[src/fog_macros.svh]
`ifndef FOG_MACROS_SVH
`define FOG_MACROS_SVH

// Raw ADC sample width
`define FOG_ADC_W 14

// Datapath word for errors, steps, ramp and config words
`define FOG_DATA_W 32

// DAC bus width
`define FOG_DAC_W 16

// FIR length, N8FC2 set
`define FOG_FIR_TAPS 8

// Coefficients sum to about 2^15
// so this shift brings the FIR output back to unity DC gain
`define FOG_FIR_SHIFT 15

`endif

[src/fog_cfg_pkg.sv]
`include "fog_macros.svh"

package fog_cfg_pkg;

	// Unsigned config word, counts and DAC levels
	typedef logic [`FOG_DATA_W-1:0] cfg_word_t;

	// Bias modulation setup
	typedef struct packed {
		cfg_word_t freq_cnt; // Clocks per half period, 4 or more
		cfg_word_t amp_h;    // DAC level, high half
		cfg_word_t amp_l;    // DAC level, low half
	} mod_cfg_t;

	// Demodulator setup
	typedef struct packed {
		cfg_word_t                       wait_cnt;   // Settle clocks per half, < freq_cnt
		logic signed [`FOG_DATA_W-1:0]   err_offset; // Added after polarity
		logic                            polarity;   // Negate high-minus-low
	} err_cfg_t;

	// Step generator setup
	typedef struct packed {
		logic                            fb_on;      // Closed loop when set
		logic [4:0]                      gain_sel;   // Arith shift of filtered error
		logic signed [`FOG_DATA_W-1:0]   const_step; // Open loop step
	} fb_cfg_t;

endpackage

[src/fog_data_pkg.sv]
`include "fog_macros.svh"

package fog_data_pkg;

	// Two's complement ADC sample
	typedef logic signed [`FOG_ADC_W-1:0] adc_sample_t;

	// Errors, steps and the phase ramp all share this word
	typedef logic signed [`FOG_DATA_W-1:0] fog_word_t;

	// Word on the DAC bus, offset binary wrap is fine
	typedef logic [`FOG_DAC_W-1:0] dac_word_t;

	// One error per modulation period
	// stb high for a single clock, value held until next strobe
	typedef struct packed {
		logic      stb;   // Single-cycle valid
		fog_word_t value; // Raw or filtered error
	} err_stb_t;

	// FIR coefficient, Q15 style
	typedef logic signed [15:0] fir_coeff_t;

	// Low-pass set, symmetric
	// tap 0 multiplies the newest error
	localparam fir_coeff_t N8FC2 [`FOG_FIR_TAPS] = '{
		16'sd661,
		16'sd2126,
		16'sd5452,
		16'sd8144,
		16'sd8144,
		16'sd5452,
		16'sd2126,
		16'sd661
	};

endpackage

[src/fog_feedback.sv]
`timescale 1ns/1ps

module fog_feedback (
	input  logic                    i_clock_adc,
	input  logic                    i_rst,
	input  fog_data_pkg::err_stb_t  i_err,
	input  fog_cfg_pkg::fb_cfg_t    i_fb_cfg,
	output fog_data_pkg::fog_word_t o_step
);

	import fog_data_pkg::*;

	fog_word_t step_q;   // Current ramp slope
	fog_word_t err_gain; // Filtered error after gain shift
	fog_word_t step_nxt;

	// Gain is a power of two, sign kept
	assign err_gain = i_err.value >>> i_fb_cfg.gain_sel;

	// Closed loop integrates, open loop just holds the fixed step
	assign step_nxt = i_fb_cfg.fb_on ? (step_q + err_gain) : i_fb_cfg.const_step;

	always_ff @(posedge i_clock_adc) begin
		if (i_rst)
			step_q <= '0;
		else if (i_err.stb)
			step_q <= step_nxt; // One update per period
	end

	assign o_step = step_q;

endmodule

[config.mk]
export PLATFORM = sky130hd
export DESIGN_NAME = fog_feedback
export DESIGN_NICKNAME = d
export VERILOG_FILES = /design/src/fog_cfg_pkg.sv /design/src/fog_data_pkg.sv /design/src/fog_feedback.sv
export VERILOG_INCLUDE_DIRS = /design/src
export SDC_FILE = /design/constraint.sdc
export NUM_CORES = 1
export LEC_CHECK = 0
export ABC_AREA = 1
export BUFFER_PORTS_ARGS = -buffer_cell sky130_fd_sc_hd__buf_2
export CAP_MARGIN = 20
export CORE_MARGIN = 10
export CORE_UTILIZATION = 45
export DETAILED_ROUTE_END_ITERATION = 10
export PLACE_DENSITY = 0.68
export REMOVE_ABC_BUFFERS = 1
export SLEW_MARGIN = 10
export SYNTH_ARGS = -nofsm -noshare
export SYNTH_HDL_FRONTEND = slang
export SYNTH_SLANG_ARGS = --single-unit
[constraint.sdc]
create_clock -name i_clock_adc -period 9.74 [get_ports i_clock_adc]
set_input_delay 1.948 -clock i_clock_adc [delete_from_list [all_inputs] [get_ports i_clock_adc]]
set_output_delay 1.948 -clock i_clock_adc [all_outputs]
set_load 0.02 [all_outputs]
# After elaboration in Yosys (flattened, before gate mapping)
# Cells that the tools add are included.
# op_classes
add_sub_neg,1
n_shift,1
n_mux,1
# ops
cell,n
$add 32x32->32,1
$mux 32,1
$sshr 32x5->32,1
# totals
reg_bits,32
inputBits,73
output_inout_bits,32
word_cells,4

# Longest topological paths before layout
# depth
depth_word,3
depth_mapped,24
mapped_depth_nobuf,24

# Least setup slack after synthesis
# No wires, ideal clock.
# synth_path
path_kind,input -> register
from,input port i_fb_cfg[33] (netlist bit)
to,"register step_q[16], in the netlist o_step[16]"
setup_ns,0.132
t_arrival_ns,4.318
required_time_ns,9.608
slack_ns,5.290
path_stages,22
n_path_buf,2
path_cell_list,buf_2 inv_2 buf_2 nand3_1 o21ai_1 inv_1 nand2_1 o21ai_1 o21ai_0 mux2i_1 ha_1 fa_1 nand3_1 nand3_1 nand2_1 nand2_1 nand2_1 nand2_1 nand2_1 nand2_1 o21ai_0 a21oi_1
# synth_via
elab_chain_len,3
# synth_lines
element,line,source
from (decl),fog_feedback.sv:7,"input fog_cfg_pkg::fb_cfg_t i_fb_cfg,"
$sshr 32x5->32,fog_feedback.sv:18,assign err_gain = i_err.value >>> i_fb_cfg.gain_sel;
$add 32x32->32,fog_feedback.sv:21,assign step_nxt = i_fb_cfg.fb_on ? (step_q + err_gain) : i_fb_cfg.const_step;
$mux 32,fog_feedback.sv:21,
to (signal assigned),fog_feedback.sv:27,step_q <= step_nxt;
to (decl),fog_feedback.sv:13,fog_word_t step_q;
# Every way passes these cells.
# A chain may end at the register's enable or synchronous reset.

# Worst setup path after layout
# layout_path
from,input port i_fb_cfg[32] (netlist bit)
to,"register step_q[20], in the netlist o_step[20]"
# The elaborated chain is that of the path after synthesis.

==> flow_metrics.tcl <==
set metrics [dict create \
    status "finished, final reports clean" \
    critical_path.startpoint_type "input pin" \
    portBuffers 104 \
    slew_headroom 0.560 \
    slew_violations 0 \
    hp-class "reg -> reg" \
    cp_slowest_stage_delay_ps 460 \
    fillers 1264 \
    grt_util_met2 0.332 \
    post_cts.repair.setup_buffers 0 \
    max_cap_viol_count 0 \
    yosysSeqAreaShare 0.121 \
    die_h_um 128 \
    crit_fanout 32 \
    synth_edf_count 0 \
    synthArstFlopShare 0 \
    use_met3 0.0308 \
    cp.required_ps 9880 \
    period_share 0.534 \
    nets 1226 \
    core-area_um2 11500 \
    grt_pass1_wl_um 28100 \
    synth_cells 1051 \
    synth.most_common_cell "nand2_1" \
    p_leak_nw 3.52 \
    antenna_found_initial 0 \
    synth_top_cell_area_share 0.297 \
    drt_wl_total_um 17100 \
    setup_viol 0 \
    largest_reg_flops 32 \
    wire_per_inst_um 13.5 \
    die_w_um 128 \
    dr.pass1.iters 5 \
    cts_resized 0 \
    area_growth_pct 13.9 \
    synth_area_um2 5290 \
    r2r-end "o_step[20]$_SDFFE_PP0P_" \
    cp_common_cell "nand3_1" \
    crit_buf_inv 2 \
    grt_busiest_layer "met2" \
    grt_max_degree 50 \
    use_met1 0.271 \
    cts-buffers-inserted 5 \
    crit_arrival_ps 5350 \
    synth_area_leaders "nand2_1 (30%), dfxtp_1 (12%), inv_1 (9.1%), nor2_1 (7.8%), ha_1 (7.3%)" \
    hold_end "o_step[30]$_SDFFE_PP0P_" \
    fmax_mhz 192 \
    hold_viol 0 \
    ir_worst_vdd_uv 74.4 \
    rsz0062_at_grt "false" \
    reg2reg_slack_ps 7590 \
    drc_errors 0 \
    htreeDepth 2 \
    cts_sinks 32 \
    dpl.hpwl_um 14000 \
    cts_tree "yes" \
    vias 6341 \
    grt_overflow 0 \
    cts_buffer_depth 2 \
    p_per_area_nw_per_um2 120 \
    crit_chain "buf_2, inv_2, o21ai_1, nand2_1, o21ai_1, mux2i_1, o21ai_1, mux2i_1, ha_1, fa_1, nand3_1, nand3_1, nand3_1, nand3_1, nand3_1, nand2_1, nand2_1, nand3_1, nand2_1, a21oi_1" \
    cts_hold_buf 0 \
    die_area_um2 16500 \
    cpMaxStageDelayCell "fa_1" \
    final_cells 1265 \
    seqCellArea_um2 641 \
    start_util 0.461 \
    tightest_slew_ps 656 \
    worstSkewPairLatency_ps 280 \
    avgSynthCellArea_um2 5.03 \
    skew_ps 6.71 \
    gp_congestion 0.950 \
    rr_startpoint "o_step[0]$_SDFFE_PP0P_" \
    grt_pass1_vias 5898 \
    io_pins 105 \
    grt_usage 0.201 \
    root_buffer "clkbuf_16" \
    synthTopCellsByCount "nand2_1 (419), inv_1 (128), nor2_1 (110)" \
    worst_setup_path_end_kind "register" \
    ant_nets 0 \
    hold_depth 2 \
    synth-main-ff-cell "dfxtp_1" \
    min_period_ps 5200 \
    synth.distinct_cells 36 \
    critical-path-top-delay-family "simple AND/OR/NAND/NOR gates" \
    ys_warn_count 0 \
    diodes 0 \
    hp-start "o_step[30]$_SDFFE_PP0P_" \
    worstSetupPathType "in -> reg" \
    drtIter0Drc 469 \
    tns_ps 0 \
    ys_ff_latch 32 \
    reg2reg_depth 12 \
    rows 39 \
    via_per_inst 5.01 \
    dpl.cell_count 1256 \
    yosysTopAreaCell "nand2_1" \
    layout-drive-gt1-share 0.110 \
    multi_input_area_um2 3960 \
    clk_pin_slew_ps 60 \
]
==> report_power, final <==
group	total [mW]	switching, mW	internal, mW	leakage, nW
combinational	0.370	0.244	0.126	3.16
sequential	0.156	0.0129	0.143	0.265
clock	0.198	0.0633	0.135	0.0901
total	0.725	0.320	0.404	3.52
==> cell families after synthesis <==
logic type / count (synthesis) / share of synthesized area
flip-flops: 32 / 0.121
XOR/XNOR: 14 / 0.0232
buffers and inverters: 176 / 0.130
adder cells (fa/ha/maj): 32 / 0.0771
multiplexers: 6 / 0.0114
AND/OR/NAND/NOR: 609 / 0.455
AO/OA/AOI/OAI: 182 / 0.183
==> worst min-delay path, delay by kind of cell, from the launching register on <==
family           cells  cell delay, ps
AO/OA/AOI/OAI        1              50
flip-flops           1             320
AND/OR/NAND/NOR      1              70
==> placed cells by master (no fill, tap or decap), drive strengths merged <==
master,n
nand3,68
dfxtp,32
o31ai,1
and2,1
nor3,3
mux2i,6
a31oi,6
a211oi,2
xor2,12
a22oi,1
xnor2,2
o211ai,7
bufinv,1
clkbuf,7
clkinv,1
nand4,3
ha,31
nand2,421
nor2,110
o21ai,84
inv,131
a21o,1
or2,2
buf,107
nand3b,1
a21oi,77
o21bai,3
fa,1
==> stage by stage <==
step | worst slack (ps) | hold slack (ps) | util | area [um2] | total power, mW
finish | 4540 | 491 | 0.525 | 6020 | 0.725
global route | 4150 | 511 | 0.525 | 6020 | 0.784
CTS | 4530 | 490 | 0.523 | 5990 | 0.724
detailed placement | 4230 | 481 | 0.507 | 5810 | 0.524
global placement | 4310 | 482 | 0.507 | 5810 | 0.525
floorplan | 5190 | 555 | - | 5100 | 0.410
==> area by class of cell <==
type                            count  share of cell area
Multi-Input combinational cell    843               0.658
Sequential cell                    32               0.106
Timing Repair Buffer              107              0.0935
Inverter                          132              0.0823
Tap cell                          143              0.0297
Clock buffer                        7              0.0254
Clock inverter                      1             0.00499
==> layer usage <==
layer  vias up  share of wire
li1       3469              -
met1      2681           0.49
met2       174           0.44
met3        17          0.061
met4         0          0.013
met5         -              0
==> how the worst max path moves through the flow <==
stage,from,slack [ps],cells past startpoint,end
after floorplan,i_fb_cfg[34],5190,18,o_step[16]$_SDFFE_PP0P_
after global placement,i_fb_cfg[32],4310,20,o_step[28]$_SDFFE_PP0P_
after detailed placement,i_fb_cfg[32],4230,20,o_step[20]$_SDFFE_PP0P_
after CTS,i_fb_cfg[32],4530,20,o_step[20]$_SDFFE_PP0P_
after global routing,i_fb_cfg[32],4150,20,o_step[28]$_SDFFE_PP0P_
final,i_fb_cfg[32],4540,20,o_step[20]$_SDFFE_PP0P_
Note: power is estimated with default switching activity, not from simulation.
