**config.mk**
```make
export PLATFORM = sky130hd
export DESIGN_NAME = fog_err_fir
export DESIGN_NICKNAME = d
export VERILOG_FILES = /design/src/fog_data_pkg.sv /design/src/fog_err_fir.sv
export VERILOG_INCLUDE_DIRS = /design/src
export SDC_FILE = /design/constraint.sdc
export NUM_CORES = 2
export LEC_CHECK = 0
export BUFFER_PORTS_ARGS = -buffer_cell sky130_fd_sc_hd__buf_4
export CORE_UTILIZATION = 25
export CTS_CLUSTER_SIZE = 10
export DETAILED_ROUTE_END_ITERATION = 8
export PLACE_DENSITY_LB_ADDON = 0.2
export SYNTH_ARGS = -nofsm -noshare
export SYNTH_HDL_FRONTEND = slang
export SYNTH_SLANG_ARGS = --single-unit
```
**constraint.sdc**
```tcl
create_clock -name i_clock_adc -period 21.9 [get_ports i_clock_adc]
set_input_delay 3.285 -clock i_clock_adc [delete_from_list [all_inputs] [get_ports i_clock_adc]]
set_output_delay 3.285 -clock i_clock_adc [all_outputs]
set_load 0.1 [all_outputs]
```
**src/fog_macros.svh**
```systemverilog
`ifndef FOG_MACROS_SVH
`define FOG_MACROS_SVH

// Raw ADC sample width
`define FOG_ADC_W 14

// Datapath word for errors, steps, ramp and config words
`define FOG_DATA_W 32

// DAC bus width
`define FOG_DAC_W 16

// FIR length, N8FC2 set
`define FOG_FIR_TAPS 8

// Coefficients sum to about 2^15
// so this shift brings the FIR output back to unity DC gain
`define FOG_FIR_SHIFT 15

`endif

```
**src/fog_data_pkg.sv**
```systemverilog
`include "fog_macros.svh"

package fog_data_pkg;

	// Two's complement ADC sample
	typedef logic signed [`FOG_ADC_W-1:0] adc_sample_t;

	// Errors, steps and the phase ramp all share this word
	typedef logic signed [`FOG_DATA_W-1:0] fog_word_t;

	// Word on the DAC bus, offset binary wrap is fine
	typedef logic [`FOG_DAC_W-1:0] dac_word_t;

	// One error per modulation period
	// stb high for a single clock, value held until next strobe
	typedef struct packed {
		logic      stb;   // Single-cycle valid
		fog_word_t value; // Raw or filtered error
	} err_stb_t;

	// FIR coefficient, Q15 style
	typedef logic signed [15:0] fir_coeff_t;

	// Low-pass set, symmetric
	// tap 0 multiplies the newest error
	localparam fir_coeff_t N8FC2 [`FOG_FIR_TAPS] = '{
		16'sd661,
		16'sd2126,
		16'sd5452,
		16'sd8144,
		16'sd8144,
		16'sd5452,
		16'sd2126,
		16'sd661
	};

endpackage

```
**src/fog_err_fir.sv**
```systemverilog
`timescale 1ns/1ps
`include "fog_macros.svh"

module fog_err_fir (
	input  logic                   i_clock_adc,
	input  logic                   i_rst,
	input  fog_data_pkg::err_stb_t i_err,
	output fog_data_pkg::err_stb_t o_err
);

	import fog_data_pkg::*;

	fog_word_t taps_q   [`FOG_FIR_TAPS]; // Error history, tap 0 newest
	fog_word_t taps_nxt [`FOG_FIR_TAPS]; // History once current strobe is in
	err_stb_t  fir_q;

	logic signed [2*`FOG_DATA_W-1:0] mac;    // Wide enough for 8 products
	logic signed [2*`FOG_DATA_W-1:0] mac_sh;

	// Shifted view of the line
	always_comb begin
		taps_nxt[0] = i_err.value;
		for (int k = 1; k < `FOG_FIR_TAPS; k++)
			taps_nxt[k] = taps_q[k-1];
	end

	// Multiply-accumulate over N8FC2
	always_comb begin
		mac = '0;
		for (int k = 0; k < `FOG_FIR_TAPS; k++)
			mac = mac + (2*`FOG_DATA_W)'(taps_nxt[k]) * (2*`FOG_DATA_W)'(N8FC2[k]);
	end

	assign mac_sh = mac >>> `FOG_FIR_SHIFT; // Back to error scale

	// Delay line only moves on an error strobe
	always_ff @(posedge i_clock_adc) begin
		if (i_rst) begin
			for (int k = 0; k < `FOG_FIR_TAPS; k++)
				taps_q[k] <= '0; // Zero history
		end else if (i_err.stb) begin
			for (int k = 0; k < `FOG_FIR_TAPS; k++)
				taps_q[k] <= taps_nxt[k];
		end
	end

	// Result one clock after the raw strobe
	always_ff @(posedge i_clock_adc) begin
		if (i_rst) begin
			fir_q.stb   <= 1'b0;
			fir_q.value <= '0;
		end else begin
			fir_q.stb <= i_err.stb;
			if (i_err.stb)
				fir_q.value <= mac_sh[`FOG_DATA_W-1:0]; // Low word, top bits are sign
		end
	end

	assign o_err = fir_q;

endmodule

```
== Word-level counts from Yosys, hierarchy flattened ==
Memories as Yosys holds them, arrays and structs flattened.
Cells that the tools add are included.

* Flip-flop bits (word level): 33
* Latch bits: 0
* Memory bits (writable): 256
* Memory bits (read-only): 0
* Input port bits: 35
* Output and inout port bits: 33
* Word-level logic and storage cells: 39
* Memories kept: 1

* Add/sub/neg operators: 7
* Multipliers: 8
* Div/mod/pow operators: 0
* Order comparisons: 0
* Eq/ne operators: 0
* Shift-type cells: 0
* Mux-type cells: 13
* Bitwise gates (word level): 8
* Reductions and logical operators: 0

{| class="wikitable"
|+ Memory list
! memory !! words !! width !! rd ports !! clocked after Yosys merged registers in !! write ports !! line !! source
|-
| taps_q || 8 || 32 || 7 || 0 || 8 || fog_err_fir.sv:13 || <nowiki>fog_word_t taps_q [`FOG_FIR_TAPS];</nowiki>
|}

{| class="wikitable"
|+ Operators with widths
! kind !! count
|-
| 32-bit 2-to-1 mux || 8
|-
| 32-bit by 12-bit multiplier with 44-bit output, second input constant || 4
|-
| 47-bit by 46-bit adder with 47-bit output || 3
|-
| 32-bit by 11-bit multiplier with 43-bit output, second input constant || 2
|-
| 32-bit by 10-bit multiplier with 42-bit output, second input constant || 2
|-
| 46-bit by 46-bit adder with 47-bit output || 1
|-
| 47-bit by 43-bit adder with 47-bit output || 1
|-
| 47-bit by 45-bit adder with 47-bit output || 1
|-
| 43-bit by 45-bit adder with 46-bit output || 1
|-
| 1-bit OR || 8
|-
| 1-bit 2-to-1 mux || 5
|}

== Longest topological paths before layout ==
An unclocked memory read counts as a cell.

* Depth in word-level cells: 9
* Gate-level depth with buffers: 47
* Mapped depth without buffers: 46

== Least setup slack after synthesis ==
OpenSTA, ideal clock, no wires.

* Path type: register to register
* Start: memory taps_q[3][6] (netlist name)
* End: register fir_q (netlist bit o_err[30])
* Setup time: 0.119 ns
* Arrival: 10.934 ns
* Data required time: 21.781 ns
* Path slack: 10.847 ns
* Cell stages (with the launch flop): 41
* Buffers on the path: 1
* Clock period less this slack: 11.053 ns
* Cell sequence: edfxtp_1 -> inv_1 -> fa_1 -> fa_1 -> inv_1 -> fa_1 -> fa_1 -> inv_1 -> fa_1 -> inv_1 -> ha_1 -> clkbuf_1 -> a21oi_1 -> a21oi_1 -> or3_1 -> a31o_2 -> a21o_1 -> a21o_1 -> [5 not listed] -> fa_1 -> inv_1 -> fa_1 -> fa_1 -> fa_1 -> fa_1 -> inv_1 -> ha_1 -> a21oi_1 -> o21ai_0 -> a21oi_1 -> o21ai_0 -> a21o_1 -> o2111ai_2 -> a31oi_4 -> a31o_1 -> or3_1 -> a32o_1

{| class="wikitable"
|+ RTL lines
! element !! line !! source
|-
| start, declared || fog_err_fir.sv:13 ||
|-
| end, declared || fog_err_fir.sv:15 || <nowiki>err_stb_t fir_q;</nowiki>
|}

==> results.toml <==
[logic_synthesis]
synth_warnings = 0
synthFlopType = "edfxtp_1"
synth_area_um2 = 65800
synth_cells = 6366
async_reset_ff_frac = 0
avgSynthCellArea_um2 = 10.3
synth_edf_count = 224
yosysTopAreaCellShare = 0.393
syn-num-nets = 8811
synth_top_cell_by_area = "fa_1"
ys_ff_latch = 257
netlist_top_cells_area = "fa_1, ha_1, inv_1"
yosysSeqAreaShare = 0.112
synth_cell_type_count = 86

[worst_setup_path]
rr_startpoint = "taps_q[2][6]"
critical-path-max-stage-delay_ns = 0.79
ff2ff_setup_slack_ns = 9.25
critical_path_class = "register to register"
critPathCapture = "o_err[30]"
cp_data_arrival_time_ns = 13.22
rr_worst_depth = 36
rr_endpoint = "o_err[30]"
cp-startpoint = "taps_q[2][6]"
path_common_cell = "fa_1"
end_kind = "register"
cp_data_required_time_ns = 22.46
critPathMaxFanout = 7
cpMaxStageDelayCell = "a2111oi_1"
cp-start-kind = "register"

[clock_network]
cts_tree = "done"
clkLatencyLatePin_ns = 0.69
post_cts_buffers = 0
cts_buffer_depth = 3
cts_buffers = 44
clkTransAtPathRegs_ns = 0.05
h-tree-depth = 2
clkSinkCount = 257
cts-root-buf = "clkbuf_16"
hold_buffers = 0
cts_resized = 0

[global_route]
gr-total-overflow = 0
grt_usage = 0.147
grt_pass1_vias = 44641
grt_start_max_net_pins = 69
grt_first_pass_wirelength_um = 287000
antenna_found_initial = 6

[layout]
area_growth_pct = 9.54
final_common_cell = "inv_1"
drive_above_1_share = 0.0300
nets = 8903
final_cell_mix = "inv_1, fa_1, ha_1, nor2_1, edfxtp_1"

[die]
rows = 187
die_w_um = 515
start_util = 0.252
coreArea_um2 = 261000
design.die.area_um2 = 265000
die_height_um = 515
pin_count = 68

[detailed_routing]
first_pass_iters = 6
drt-vias-per-instance = 4.24
vias = 42401
drt_iter0_drc = 2616
remaining_drc_errors = 0
drtAntennaViolNets = 0
wl_um = 189000
wire_per_inst_um = 18.9

[placed_design]
dp_hpwl_um = 167000
place_congestion = 0.883
port_buffers = 67

[sta]
rsz0062_at_grt = "false"
max_slew_margin = 0.263
setup_viol = 0
tns_ns = 0
period_share = 0.578
period_needed_ns = 12.65
finalMaxSlewViolations = 0
hold_viol = 0
hold_ws_ns = 0.453
max_freq_mhz = 79.0
worstMarginPinSlew_ns = 1.09
skew_ns = 0.0555

[run_status]
outcome = "finished, final reports clean"

[flow_run]
drv_cap = 0

[min_path]
min_path_type = "register to register"
how the worst min path moves through the flow:
| stage | endpoint | cells after the start | slack (ns) | start |
|---|---|---|---|---|
| floorplan | taps_q[2][2] | 1 | 0.64 | taps_q[1][2] |
| global placement | o_err[11] | 2 | 0.44 | o_err[11] |
| detailed placement | o_err[9] | 2 | 0.44 | o_err[9] |
| CTS | o_err[9] | 2 | 0.46 | o_err[9] |
| global route | o_err[14] | 2 | 0.49 | o_err[14] |
| finish | o_err[9] | 2 | 0.45 | o_err[9] |
metal layers:
| layer | vias to the layer above | GRT usage | share of wire |
|---|---|---|---|
| met2 | 659 | 0.241 | 0.47 |
| met4 | 0 | 0.0281 | 0.018 |
| met1 | 21539 | 0.207 | 0.47 |
| li1 | 20088 | - | - |
| met3 | 115 | 0.0164 | 0.035 |
| met5 | - | 0 | 0 |
synth_stat cells (4+ instances only):
cell and n:
a221oi_1 4, nand2b_1 31, nand3_1 38, o22ai_1 6, clkbuf_1 34, a21o_1 141
nand2_1 123, o311ai_0 5, a211oi_1 25, o211a_1 5, a211o_1 5, or3_1 10
o21bai_1 42, nor2b_1 46, nor3b_1 5, o21a_1 32, a31o_2 7, or2_2 16
nand4_1 21, and2_1 119, xnor2_1 184, a22o_1 4, xor2_1 119, inv_1 1841
dfxtp_1 33, o31ai_1 11, o2111ai_1 9, o21ai_0 120, a21boi_0 8, fa_1 1292
a21oi_1 205, mux2i_1 22, a31oi_1 34, and4_1 5, o21ai_1 11, o211ai_1 22
ha_1 1118, nor3_1 37, o221ai_1 5, and3_1 18, nor2_1 258, edfxtp_1 224
cell families after synthesis:
group | after synthesis | synth area share
AO/OA/AOI/OAI | 750 | 0.0755
XOR/XNOR | 303 | 0.0403
adder cells (fa/ha/maj) | 2410 | 0.606
buffers and inverters | 1878 | 0.107
flip-flops | 257 | 0.112
multiplexers | 22 | 0.00335
AND/OR/NAND/NOR | 746 | 0.0558
through the flow:
stage	util	worst slack [ns]	cells	instance area [µm²]
final	0.277	9.25	9991	72100
after global routing	0.277	8.63	9990	72100
after CTS	0.277	9.26	9989	72100
after detailed placement	0.271	9.28	9908	70700
after global placement	0.271	9.22	9908	70700
after floorplan	-	10.85	6366	65800
final cells by class:
| cell class | instances | area (µm²) |
|---|---|---|
| clock inverter | 25 | 220 |
| sequential | 257 | 7390 |
| inverter | 1841 | 6920 |
| timing repair buffer | 83 | 623 |
| multi-input combinational | 4231 | 51400 |
| clock buffer | 56 | 1180 |
| antenna | 2 | 5.00 |
| fill | 27787 | 189000 |
| tap | 3496 | 4370 |
worst max-delay path: cells and delay by family, from the launching register on:
kind	cells	cell delay [ns]
buffers and inverters	5	0.47
DFF	1	0.55
and+or+nand+nor	3	0.49
adders and majority gates	14	6.50
AOI/OAI and AO/OA	14	4.51
state kept, by name (all words and copies together) (netlist names):
signal / cells
o_err: 33
taps_q: 224
Power is not shown: default switching activity piles up to over one toggle a cycle in this logic, so the estimate is an artifact.
