--- src/fog_macros.svh ---
`ifndef FOG_MACROS_SVH
`define FOG_MACROS_SVH

// Raw ADC sample width
`define FOG_ADC_W 14

// Datapath word for errors, steps, ramp and config words
`define FOG_DATA_W 32

// DAC bus width
`define FOG_DAC_W 16

// FIR length, N8FC2 set
`define FOG_FIR_TAPS 8

// Coefficients sum to about 2^15
// so this shift brings the FIR output back to unity DC gain
`define FOG_FIR_SHIFT 15

`endif

--- src/fog_cfg_pkg.sv ---
`include "fog_macros.svh"

package fog_cfg_pkg;

	// Unsigned config word, counts and DAC levels
	typedef logic [`FOG_DATA_W-1:0] cfg_word_t;

	// Bias modulation setup
	typedef struct packed {
		cfg_word_t freq_cnt; // Clocks per half period, 4 or more
		cfg_word_t amp_h;    // DAC level, high half
		cfg_word_t amp_l;    // DAC level, low half
	} mod_cfg_t;

	// Demodulator setup
	typedef struct packed {
		cfg_word_t                       wait_cnt;   // Settle clocks per half, < freq_cnt
		logic signed [`FOG_DATA_W-1:0]   err_offset; // Added after polarity
		logic                            polarity;   // Negate high-minus-low
	} err_cfg_t;

	// Step generator setup
	typedef struct packed {
		logic                            fb_on;      // Closed loop when set
		logic [4:0]                      gain_sel;   // Arith shift of filtered error
		logic signed [`FOG_DATA_W-1:0]   const_step; // Open loop step
	} fb_cfg_t;

endpackage

--- src/fog_data_pkg.sv ---
`include "fog_macros.svh"

package fog_data_pkg;

	// Two's complement ADC sample
	typedef logic signed [`FOG_ADC_W-1:0] adc_sample_t;

	// Errors, steps and the phase ramp all share this word
	typedef logic signed [`FOG_DATA_W-1:0] fog_word_t;

	// Word on the DAC bus, offset binary wrap is fine
	typedef logic [`FOG_DAC_W-1:0] dac_word_t;

	// One error per modulation period
	// stb high for a single clock, value held until next strobe
	typedef struct packed {
		logic      stb;   // Single-cycle valid
		fog_word_t value; // Raw or filtered error
	} err_stb_t;

	// FIR coefficient, Q15 style
	typedef logic signed [15:0] fir_coeff_t;

	// Low-pass set, symmetric
	// tap 0 multiplies the newest error
	localparam fir_coeff_t N8FC2 [`FOG_FIR_TAPS] = '{
		16'sd661,
		16'sd2126,
		16'sd5452,
		16'sd8144,
		16'sd8144,
		16'sd5452,
		16'sd2126,
		16'sd661
	};

endpackage

--- src/fog_ramp_dac.sv ---
`timescale 1ns/1ps

module fog_ramp_dac (
	input  logic                    i_clock_adc,
	input  logic                    i_rst,
	input  fog_data_pkg::fog_word_t i_step,
	input  logic                    i_mod_high,
	input  fog_cfg_pkg::mod_cfg_t   i_mod_cfg,
	output fog_data_pkg::dac_word_t o_dac
);

	import fog_data_pkg::*;

	fog_word_t ramp_q;  // Phase ramp, wraps mod 2^32
	dac_word_t dac_q;
	dac_word_t mod_lvl; // Bias level of this half
	dac_word_t dac_nxt;

	assign mod_lvl = i_mod_high ? dac_word_t'(i_mod_cfg.amp_h) : dac_word_t'(i_mod_cfg.amp_l);

	// Ramp low bits plus bias, wraps on the DAC width
	assign dac_nxt = dac_word_t'(ramp_q) + mod_lvl;

	// Integrator, step added every clock
	always_ff @(posedge i_clock_adc) begin
		if (i_rst)
			ramp_q <= '0;
		else
			ramp_q <= ramp_q + i_step;
	end

	// DAC word lags ramp and phase by one clock
	always_ff @(posedge i_clock_adc) begin
		if (i_rst)
			dac_q <= '0;
		else
			dac_q <= dac_nxt;
	end

	assign o_dac = dac_q;

endmodule

--- config.mk ---
export PLATFORM = sky130hd
export DESIGN_NAME = fog_ramp_dac
export DESIGN_NICKNAME = d
export VERILOG_FILES = /design/src/fog_cfg_pkg.sv /design/src/fog_data_pkg.sv /design/src/fog_ramp_dac.sv
export VERILOG_INCLUDE_DIRS = /design/src
export SDC_FILE = /design/constraint.sdc
export NUM_CORES = 1
export LEC_CHECK = 0
export ABC_AREA = 1
export BUFFER_PORTS_ARGS = -buffer_cell sky130_fd_sc_hd__buf_2
export CAP_MARGIN = 5
export CORE_MARGIN = 2
export CORE_UTILIZATION = 42
export CTS_CLUSTER_DIAMETER = 150
export DETAILED_ROUTE_END_ITERATION = 6
export GPL_TIMING_DRIVEN = 0
export PLACE_DENSITY = 0.75
export REMOVE_ABC_BUFFERS = 1
export SLEW_MARGIN = 20
export SYNTH_ARGS = -nofsm -noshare
export SYNTH_HDL_FRONTEND = slang
export SYNTH_SLANG_ARGS = --single-unit
--- constraint.sdc ---
create_clock -name i_clock_adc -period 2 [get_ports i_clock_adc]
set_input_delay 0.3 -clock i_clock_adc [delete_from_list [all_inputs] [get_ports i_clock_adc]]
set_output_delay 0.3 -clock i_clock_adc [all_outputs]
set_load 0.03 [all_outputs]
[Word-level counts from Yosys, hierarchy flattened]
Index checks and enable logic that the tools add are counted.
Word-level totals
  register bits after elaboration: 48
  input port bits: 131
  output and inout port bits: 16
  word-level logic and storage cells: 5
Cells by class
  $add $sub $neg: 2
  mux-type cells: 1
Operators by type and width (number)
  adder 32 bit: 1
  adder 16 bit: 1
  2-to-1 mux 16 bit: 1

[Longest topological paths before layout]
Gate-level depths: netlist of run 1.
  depth in word-level cells: 2
  gate-level depth with buffers: 15
  depth with buffers taken out: 14

[Worst setup path before layout of run 1]
Ideal clock, no wire load.
  kind: input to register
  start: input port i_mod_high
  end: register dac_q[8] (netlist: o_dac[8])
  setup time: 0.113 ns
  data arrival time: 1.983 ns
  required time: 1.887 ns
  slack: -0.096 ns
  cell stages on the path: 13
  buffers on the path: 2
  path through: buf_2 -> buf_2 -> mux2_2 -> ha_1 -> inv_1 -> fa_1 -> inv_1 -> nand3_1 -> nand3_1 -> a21oi_1 -> nand2_1 -> nand2_1 -> nor2_1
On the way
  cells in the longest elaborated chain, start to end: 2
RTL lines
  start: declaration: RTL line fog_ramp_dac.sv:7  | input logic i_mod_high,
  2-to-1 mux 16 bit: RTL line fog_ramp_dac.sv:19  | assign mod_lvl = i_mod_high ? dac_word_t'(i_mod_cfg.amp_h) : dac_word_t'(i_mod_cfg.amp_l);
  adder 16 bit: RTL line fog_ramp_dac.sv:22  | assign dac_nxt = dac_word_t'(ramp_q) + mod_lvl;
  end signal: assignment: RTL line fog_ramp_dac.sv:37  | dac_q <= dac_nxt;
  end: declaration: RTL line fog_ramp_dac.sv:15  | dac_word_t dac_q;
No other way between the ends.
A chain may end at the register's enable or synchronous reset.

[Worst setup path after layout of run 1]
  start: register ramp_q[1]
  end: register dac_q[12] (netlist: o_dac[12])
On the way
  cells in the longest elaborated chain, start to end: 1
RTL lines
  start: declaration: RTL line fog_ramp_dac.sv:14  | fog_word_t ramp_q;
  start signal: assignment: RTL line fog_ramp_dac.sv:29  | ramp_q <= ramp_q + i_step;
  adder 16 bit: RTL line fog_ramp_dac.sv:22
No other way between the ends.

==> results of run 1 <==
sequential cells by signal, indices dropped and copies added, names as in the netlist:
register / cells
o_dac: 16
ramp_q: 16
worst max-delay path, cell delays in order (launching register included):
cell and delay [ns]:
dfxtp_1 0.45, inv_1 0.10, fa_1 0.46, inv_1 0.09
nand3_1 0.07, nand3_1 0.14, nand3_1 0.09, nand3_1 0.12
nand2_1 0.06, nand2_1 0.05, nor2_1 0.05
through the flow:
step           instances  hold WS (ns)  setup slack [ns]
6_report             602         0.283             0.228
5_1_grt              602         0.290            0.0644
4_1_cts              602         0.284            0.0162
3_5_place_dp         594         0.586            -0.282
3_3_place_gp         594         0.588            -0.250
2_1_floorplan        451         0.367             0.283
Yosys cell counts (all sizes together):
cell / number
nand2: 158
inv: 86
nor2: 50
dfxtp: 32
a21oi: 30
ha: 30
nand3: 23
mux2: 14
o21ai: 10
nor3: 5
buf: 4
and2: 2
fa: 2
nand3b: 2
or2: 2
xnor2: 2
nand4: 1
o21a: 1
xor2: 1
cell type report:
cell class / instances / share of cell area
multi-input combinational: 333 / 0.549
sequential: 32 / 0.194
timing repair buffer: 66 / 0.102
inverter: 86 / 0.0978
tap: 77 / 0.0292
clock buffer: 6 / 0.0250
clock inverter: 2 / 0.00303
report_power, final:
group,total (uW),internal (uW),switching (uW)
Clock,529,275,254
Sequential,940,836,104
Combinational,2070,731,1340
cell families (layout without fill, tap and decap cells):
kind of cell | after synthesis | in the layout | share of synthesized area
AND/OR/NAND/NOR | 243 | 243 | 0.359
buffers and inverters | 90 | 160 | 0.125
AO/OA/AOI/OAI | 41 | 41 | 0.0741
adder cells (fa/ha/maj) | 32 | 32 | 0.148
flip-flops | 32 | 32 | 0.229
multiplexers | 14 | 14 | 0.0563
XOR/XNOR | 3 | 3 | 0.00938
worst min-delay path by stage:
stage | start | endpoint | slack, ns | cells past startpoint
after global routing | i_rst | o_dac[1] | 0.29 | 2
after global placement | i_rst | o_dac[1] | 0.59 | 2
after floorplan | i_rst | o_dac[1] | 0.37 | 1
after CTS | i_rst | o_dac[1] | 0.28 | 2
after detailed placement | i_rst | o_dac[1] | 0.59 | 2
final | i_rst | o_dac[1] | 0.28 | 2
what timing repair did:
action / 4_1_cts / 5_1_grt
gates resized for setup: 0 / 3
hold buffers: 0 / 0
endpoints found under the setup margin: 0 / 10
routing by layer:
metal,global-route usage,up-vias,wire (microns)
met5,0,-,0
met4,0.0924,0,231
met3,0.0395,20,386
met2,0.322,76,3050
met1,0.228,1208,2890
li1,-,1543,-
==> metrics.txt, run 1 <==
outcome finished, final reports clean; Worst Setup End Kind flip-flop; synthesized flop and latch total 32; GRT Total Usage 0.190; Clock Sinks 32; crit path max fanout 4; GRT overflow 0; Worst Path Class, Setup reg2reg; Antenna Cells 0; Overall Power between 3000 and 4000 uW; largest net degree at the start of global routing 27; Area Overhead vs Synth 17.8%; Die ar. 0.00734 sq mm; Bufs on Longest Clock Path 2; I/O Buffers 66; RR Startpoint ramp_q[1]; router iterations before antenna repair 4; reg2reg path depth 10; Initial Utilization 0.439; Rows 29; Routed WL per cell about 11 microns; Slew headroom 0.423; area of the multi-input gates approximately 0.0018 sq mm; CTS Buf Count 5; leakage 0.00200 uW; WP data required ~2.2 ns; drt via density 4.73; Die H between 80 and 90 microns; r2r setup slk roughly 0.23 ns; final instance area between 0.003 and 0.004 sq mm; Power Density 1070 mW/mm^2; root cell of the clock tree clkbuf_8; Residual DRC 0; H-tree depth 2; Final min period 1.77 ns; commonest non-fill, non-tap cell in the layout nand2_1; post-CTS setup buffer count 0; core area between 0.006 and 0.007 sq mm; Storage cell area about 640 sq um; post-synth design cell area 0.00280 sq mm; Peak VDD IR ~0.00049 V; routability congestion estimate from global placement around 0.86; worst clock skew between 0.002 and 0.003 ns; Syn Inst Count between 400 and 500; Final Max Tran Viols 0; DRT iter0 DRCs 94; fin crit share 0.886; first-pass GRT wire length 11.2 mm; Layout fillers a little under 700; Post-DRT Antenna Nets 0; final hold vios 0; vias in the first global route between 2,000 and 3,000; commonest cells after routing, fill and taps aside nand2_1, inv_1, buf_2, nor2_1, dfxtp_1; Reg-to-Reg End o_dac[12]; Skew-Pair Late Insertion Delay ~0.28 ns; Placed Area 0.00320 sq mm; top cell type's share of synthesized area 0.229; syn_area_per_cell 6.16 sq um; largest area contributor in the netlist dfxtp_1; max_cap viols 0; Die W about 86 microns; post-synth cell types 26; HPWL after detailed placement 5.37 mm; top post-synthesis cells by area dfxtp_1, nand2_1, ha_1, inv_1, nor2_1; initial antenna violation count 0; Fmax achieved ~560 MHz; Total Wirelength roughly 6.6 mm; worst-margin pin slew 0.865 ns; vias post-DR between 2,000 and 3,000; Ports approximately 150; layout cells sized above 1 0.187; Final nets roughly 690; CP startpoint kind flip-flop; Final setup viols 0; final core utilization 0.517; RSZ-0062 raised after global routing no; YS warnings 0; Seq/Total Area, Yosys 0.229; origin of the worst setup path ramp_q[1]; Clock transition at path regs around 0.07 ns; Min-Delay Path Class in2reg; Setup crit end o_dac[12]; CTS tree built; Worst Path Arrival approximately 2.0 ns; Sum Neg Setup Slack 0 ns
(Power assumes the default switching activity.)
==> inputs of run 2 (changes only) <==
Settings changed: ABC_CLOCK_PERIOD_IN_PS from default to 2000, BUFFER_PORTS_ARGS -buffer_cell sky130_fd_sc_hd__buf_2 to -buffer_cell sky130_fd_sc_hd__buf_4.
==> run 2 against run 1 <==
Effect of this change:
- clock power down 0.9%
- register-to-register slack about the same
- clock skew up 0.0077 ns
==> metrics.txt, run 2 (same netlist as run 1, synthesis figures left out) <==
Final Max Tran Viols 0 (unchanged); NetSw 1690 uW (-0.63%); GRT overflow 0 (unchanged); Die W 85.7 microns (unchanged); Power Density 1050 mW/mm^2 (-2.6%); Fmax achieved 556 MHz (-1.5%); Comb power frac 0.595 (+0.010); commonest non-fill, non-tap cell in the layout nand2_1; Reg power frac 0.260 (-0.005); crit path max fanout 18 (+14); Bufs on Longest Clock Path 2 (unchanged); Total Wirelength 6.58 mm (+0.46%); max_cap viols 0 (unchanged); HPWL after detailed placement 5.38 mm (about the same); Antenna Cells 0 (unchanged); Sum Neg Setup Slack 0 ns (unchanged); root cell of the clock tree clkbuf_8; core area 0.00639 sq mm (unchanged); Final min period 1.80 ns (+0.0267 ns); router iterations before antenna repair 4 (unchanged); setup ws final 0.201 ns (-0.0267 ns); post-CTS setup buffer count 0 (unchanged); outcome finished, final reports clean; Rows 29 (unchanged); GRT Total Usage 0.188 (-0.00182); Residual DRC 0 (unchanged); Final setup viols 0 (unchanged); RSZ-0062 raised after global routing no; Routed WL per cell 10.9 microns (+0.46%); final core utilization 0.543 (+0.0259); worst-margin pin slew 0.894 ns (+0.0295 ns); vias in the first global route 2,679 (-1.1%); DRT iter0 DRCs 95 (+1.1%); Clock Power Share 0.145 (-0.004); initial antenna violation count 0 (unchanged); vias post-DR 2,867 (+0.70%); Clock Sinks 32 (unchanged); Post-DRT Antenna Nets 0 (unchanged); H-tree depth 2 (unchanged); Switching Share 0.467 (-0.0135); I/O Buffers 66 (unchanged); Worst Setup End Kind flip-flop; worst slack at placement -0.182 ns (+0.0998 ns); worst clock skew 0.0102 ns (+0.00768 ns); Area Overhead vs Synth 23.7%; largest net degree at the start of global routing 27 (unchanged); Worst Path Class, Setup in2reg; CTS tree built; layout cells sized above 1 0.185 (-0.00190); first-pass GRT wire length 11.1 mm (-1.1%); Slew headroom 0.403 (-0.0197); drt via density 4.76 (+0.70%); Die ar. 0.00734 sq mm (unchanged); Final nets 687 (unchanged); CTS Buf Count 5 (unchanged); WP data required 2.21 ns (+0.03 ns); Min-Delay Path Class in2reg; Ports 147 (unchanged); Peak VDD IR 0.000593 V (+21%); Worst Path Arrival 2.01 ns (+0.06 ns); Skew-Pair Late Insertion Delay 0.29 ns (about the same); routability congestion estimate from global placement 0.896 (+3.8%); commonest cells after routing, fill and taps aside nand2_1, inv_1, buf_4, nor2_1, dfxtp_1; Die H 85.7 microns (unchanged); final hold vios 0 (unchanged); CP startpoint kind input pin; fin crit share 0.899 (+0.0134); Int Pwr 1930 uW (+4.9%); Initial Utilization 0.439 (unchanged); Clock transition at path regs 0.07 ns (about the same); leakage 0.00205 uW (+2.5%)
run 2: changes by cell type in the layout (fill, tap and decap cells not counted), sizes merged:
cell / delta
clkbuf: +2
clkinv: -2
run 2: power by group through the flow:
stage	combinational, uW	sequential (uW)	clock [uW]
after detailed placement	2140	956	0
final	2160	942	524
after floorplan	1400	1130	0
after global routing	2470	966	570
after CTS	2150	944	538
after global placement	2100	954	0
run 2: final cells by class:
type,count,area (sq um)
Multi-Input combinational cell,333,1820
Timing Repair Buffer,66,499
Fill cell,668,2920
Tap cell,77,96.3
Inverter,86,323
Clock buffer,8,90.1
Sequential cell,32,641
run 2: what timing repair did:
item                                    in CTS  in global routing
hold buffers                                 0                  0
gates resized for setup                      0                  2
endpoints found under the setup margin       0                  3
run 2: final timing paths:
kind	startpoint	end	slack, ns	cells past startpoint
worst max-delay path	i_mod_high	o_dac[14]	0.20	12
worst min-delay path	i_rst	ramp_q[1]	0.24	2
worst max register to register	ramp_q[0]	ramp_q[14]	0.23	10
worst min register to register	ramp_q[0]	ramp_q[0]	0.61	3
run 2: layer usage:
metal  global-route usage  vias up  routed length [microns]
li1                     -     1542                        -
met1                0.230     1242                     3000
met2                0.326       65                     3110
met3               0.0337       18                      283
met4               0.0765        0                      178
met5                    0        -                        0
run 2: worst max-delay path, cell delays in order:
cell and delay, ns:
buf_6 0.15, mux2_2 0.24, ha_1 0.17, inv_1 0.06
fa_1 0.39, inv_1 0.10, nand4_1 0.10, nand2_1 0.15
nand2_1 0.09, nand3_1 0.07, nand2_1 0.05, nor2_1 0.14
run 2: through the flow:
| step | cells | power, uW | hold slack [ns] | instance area, sq um |
|---|---|---|---|---|
| after floorplan | 451 | 2540 | 0.367 | 2780 |
| after global placement | 594 | 3050 | 0.538 | 3370 |
| after detailed placement | 594 | 3100 | 0.540 | 3370 |
| after CTS | 602 | 3630 | 0.239 | 3460 |
| after global routing | 602 | 4010 | 0.242 | 3470 |
| final | 602 | 3620 | 0.241 | 3470 |
==> inputs of run 3 (changes only) <==
Settings changed: ABC_AREA 1 to default, CORE_UTILIZATION 42 to 40, PLACE_DENSITY 0.75 to 0.74, SKIP_LAST_GASP from default to 1.
==> run 3 against run 2 <==
Effect of this change:
- the run now ends with setup timing left
- cell count down 28%
- combinational power up 48%
- fmax down 18%
- flip-flop and latch count unchanged
- clock power up 2%
- first-iteration DRC count up 110%
- design area up 1.6%
- total power up 33%
- synthesized cell count down 38%
- via count down 19%
- sequential share of layout area up 0.073 points
- largest cell class unchanged
==> metrics.txt, run 3 <==
outcome finished, violations left; failing checks setup timing; Layout fillers 518 (-22%); DRT iter0 DRCs 201 (+110%); routability congestion estimate from global placement 0.792 (-12%); CTS Buf Count 5 (unchanged); Syn Inst Count 284 (-38%); Antenna Cells 0 (unchanged); Clock Sinks 32 (unchanged); number of synthesized flops with an enable pin 0 (unchanged); post-synth cell types 46 (+77%); leakage 0.00154 uW (-25%); Power Density 1370 mW/mm^2 (+31%); slowest stage delay, CP 0.35 ns (-0.04 ns); Async SR Flop Fraction 0 (unchanged); top post-synthesis cells by area dfxtp_1, ha_1, mux2_2, a21oi_1, nor2_1; Worst Path Class, Setup in2reg; root cell of the clock tree clkbuf_8; core area 0.00603 sq mm (-5.6%); met3 Resource Use GR 0.0415 (+0.00786); Comb power frac 0.663 (+0.068); vias in the first global route 2,328 (-13%); max_cap viols 0 (unchanged); Routed WL per cell 14.9 microns (+36%); final hold vios 0 (unchanged); Worst Setup End Kind flip-flop; RSZ-0062 raised after global routing yes; slowest CP cell ha_1; Clock Power Share 0.112 (-0.033); Top FF cell, synth dfxtp_1; crit path max fanout 8 (-10); Die ar. 0.00696 sq mm (-5.1%); Worst Path Arrival 2.38 ns (+0.37 ns); commonest cells in the netlist dfxtp_1, ha_1, nor2_1; Slew headroom 0.653 (+0.250); met1 Use GR 0.215 (-0.0152); largest net degree at the start of global routing 41 (+52%); Ports 147 (unchanged); syn_area_per_cell 8.89 sq um (+44%); YS warnings 0 (unchanged); GRT overflow 0 (unchanged); initial antenna violation count 0 (unchanged); Die H 83.5 microns (-2.6%); router iterations before antenna repair 4 (unchanged); dpl cells 416 (-30%); Initial Utilization 0.419 (-0.0197); Post-DRT Antenna Nets 0 (unchanged); NetSw 2130 uW (+26%); Fmax achieved 455 MHz (-18%); setup ws final -0.198 ns (-0.399 ns); Final Max Tran Viols 0 (unchanged); worst clock skew 0.0132 ns (+0.00299 ns); largest area contributor in the netlist dfxtp_1; met2 GRT Util 0.309 (-0.0166); Total Wirelength 6.45 mm (-1.9%); Switching Share 0.443 (-0.0242); Residual DRC 0 (unchanged); GRT Total Usage 0.180 (-0.00877); WP data required 2.18 ns (-0.03 ns); top cell type's share of synthesized area 0.254 (+0.0250); Min-Delay Path Class in2reg; post-synth design cell area 0.00252 sq mm (-9.9%); Final nets 522 (-24%); first-pass GRT wire length 10.3 mm (-7.6%); Area Overhead vs Synth 39.4%; HPWL after detailed placement 4.66 mm (-13%); commonest non-fill, non-tap cell in the layout buf_4; commonest cells after routing, fill and taps aside buf_4, nor2_1, dfxtp_1, mux2_2, ha_1; most common cell in the synthesized netlist dfxtp_1; Bufs on Longest Clock Path 2 (unchanged); final instance area 0.00352 sq mm (+1.6%); I/O Buffers 66 (unchanged); drt via density 5.35 (+12%); synthesized flop and latch total 32 (unchanged); Int Pwr 2680 uW (+39%); Final setup viols 8 (+8); Final min period 2.20 ns (+0.399 ns); fin crit share 1.10 (+0.200); GR peak layer met2; Clock transition at path regs 0.07 ns (about the same); layout cells sized above 1 0.446 (+0.261); Placed Area 0.00307 sq mm (-8.8%); vias post-DR 2,320 (-19%); crit path cell chain buf_16, mux2_2, ha_1, o211ai_1, o211ai_1, and2_2, a31oi_2, mux2_2; Peak VDD IR 0.000588 V (-0.87%); CP startpoint kind input pin; final core utilization 0.584 (+0.0414); Skew-Pair Late Insertion Delay 0.29 ns (about the same); reg2reg path depth 6 (-4); Rows 28 (-3.4%); CTS tree built; non-filler cells in the finished layout 434 (-28%); H-tree depth 2 (unchanged); Seq/Total Area, Yosys 0.254 (+0.0250); worst-margin pin slew 0.518 ns (-0.376 ns); Reg power frac 0.225 (-0.035); Die W 83.5 microns (-2.6%); WHS Path Cells 4 (+2)
## run 3: layout make-up
| type | instances | area (sq um) | area share |
|---|---|---|---|
| multi-input combinational | 236 | 2040 | 0.581 |
| timing repair buffer | 77 | 606 | 0.172 |
| inverter | 7 | 26.3 | 0.00747 |
| clock buffer | 7 | 96.3 | 0.0274 |
| sequential | 32 | 653 | 0.186 |
| tap | 75 | 93.8 | 0.0267 |
## run 3: kinds of logic (layout without fill, tap and decap cells)
logic type      after synthesis  after routing  synth area share
mux                          24             24             0.106
xor+xnor                     16             16            0.0555
fa+ha+maj                    32             32             0.165
simple gates                 81             81             0.156
compound gates               83             83             0.236
buf+inv                      16             91            0.0282
flops                        32             32             0.254
## run 3: through the flow
step / total power (uW) / hold WS, ns / setup WS [ns] / setup TNS [ns]
global route: 5170 / 0.371 / -0.237 / -1.40
floorplan: 3140 / 0.367 / -0.285 / -0.861
finish: 4810 / 0.321 / -0.198 / -0.810
detailed placement: 3800 / 0.619 / -0.731 / -5.98
global placement: 3750 / 0.607 / -0.708 / -5.78
CTS: 4470 / 0.313 / -0.169 / -0.781
## run 3: routing by layer
layer	up-vias	wire length, microns
met5	-	0
met4	0	159
met3	13	281
met2	68	3170
met1	1052	2850
li1	1187	-
## run 3: power by group through the flow
stage	logic [uW]	registers, uW	clock network, uW
2_1_floorplan	1880	1260	0
3_3_place_gp	2700	1050	0
3_5_place_dp	2750	1060	0
4_1_cts	2870	1050	552
5_1_grt	3490	1110	572
6_report	3190	1080	536
## run 3: critical path: cells and delay by family
kind                       cells  cell delay, ns
AOI/OAI and AO/OA              3            0.70
adders and majority gates      1            0.35
buffers and inverters          1            0.10
muxes                          2            0.68
and+or+nand+nor                1            0.26
## run 3: path summary, 6_finish.rpt
kind / start / end / slack (ns)
worst max-delay path: i_mod_high / o_dac[15] / -0.20
worst min-delay path: i_step[15] / ramp_q[15] / 0.32
worst max register to register: ramp_q[2] / o_dac[15] / -0.12
worst min register to register: ramp_q[0] / ramp_q[0] / 0.63
## run 3: what timing repair did
action,CTS,global route
pin swaps,12,12
endpoints found under the setup margin,12,12
hold buffers,0,0
setup buffers,8,3
resized for setup,28,34
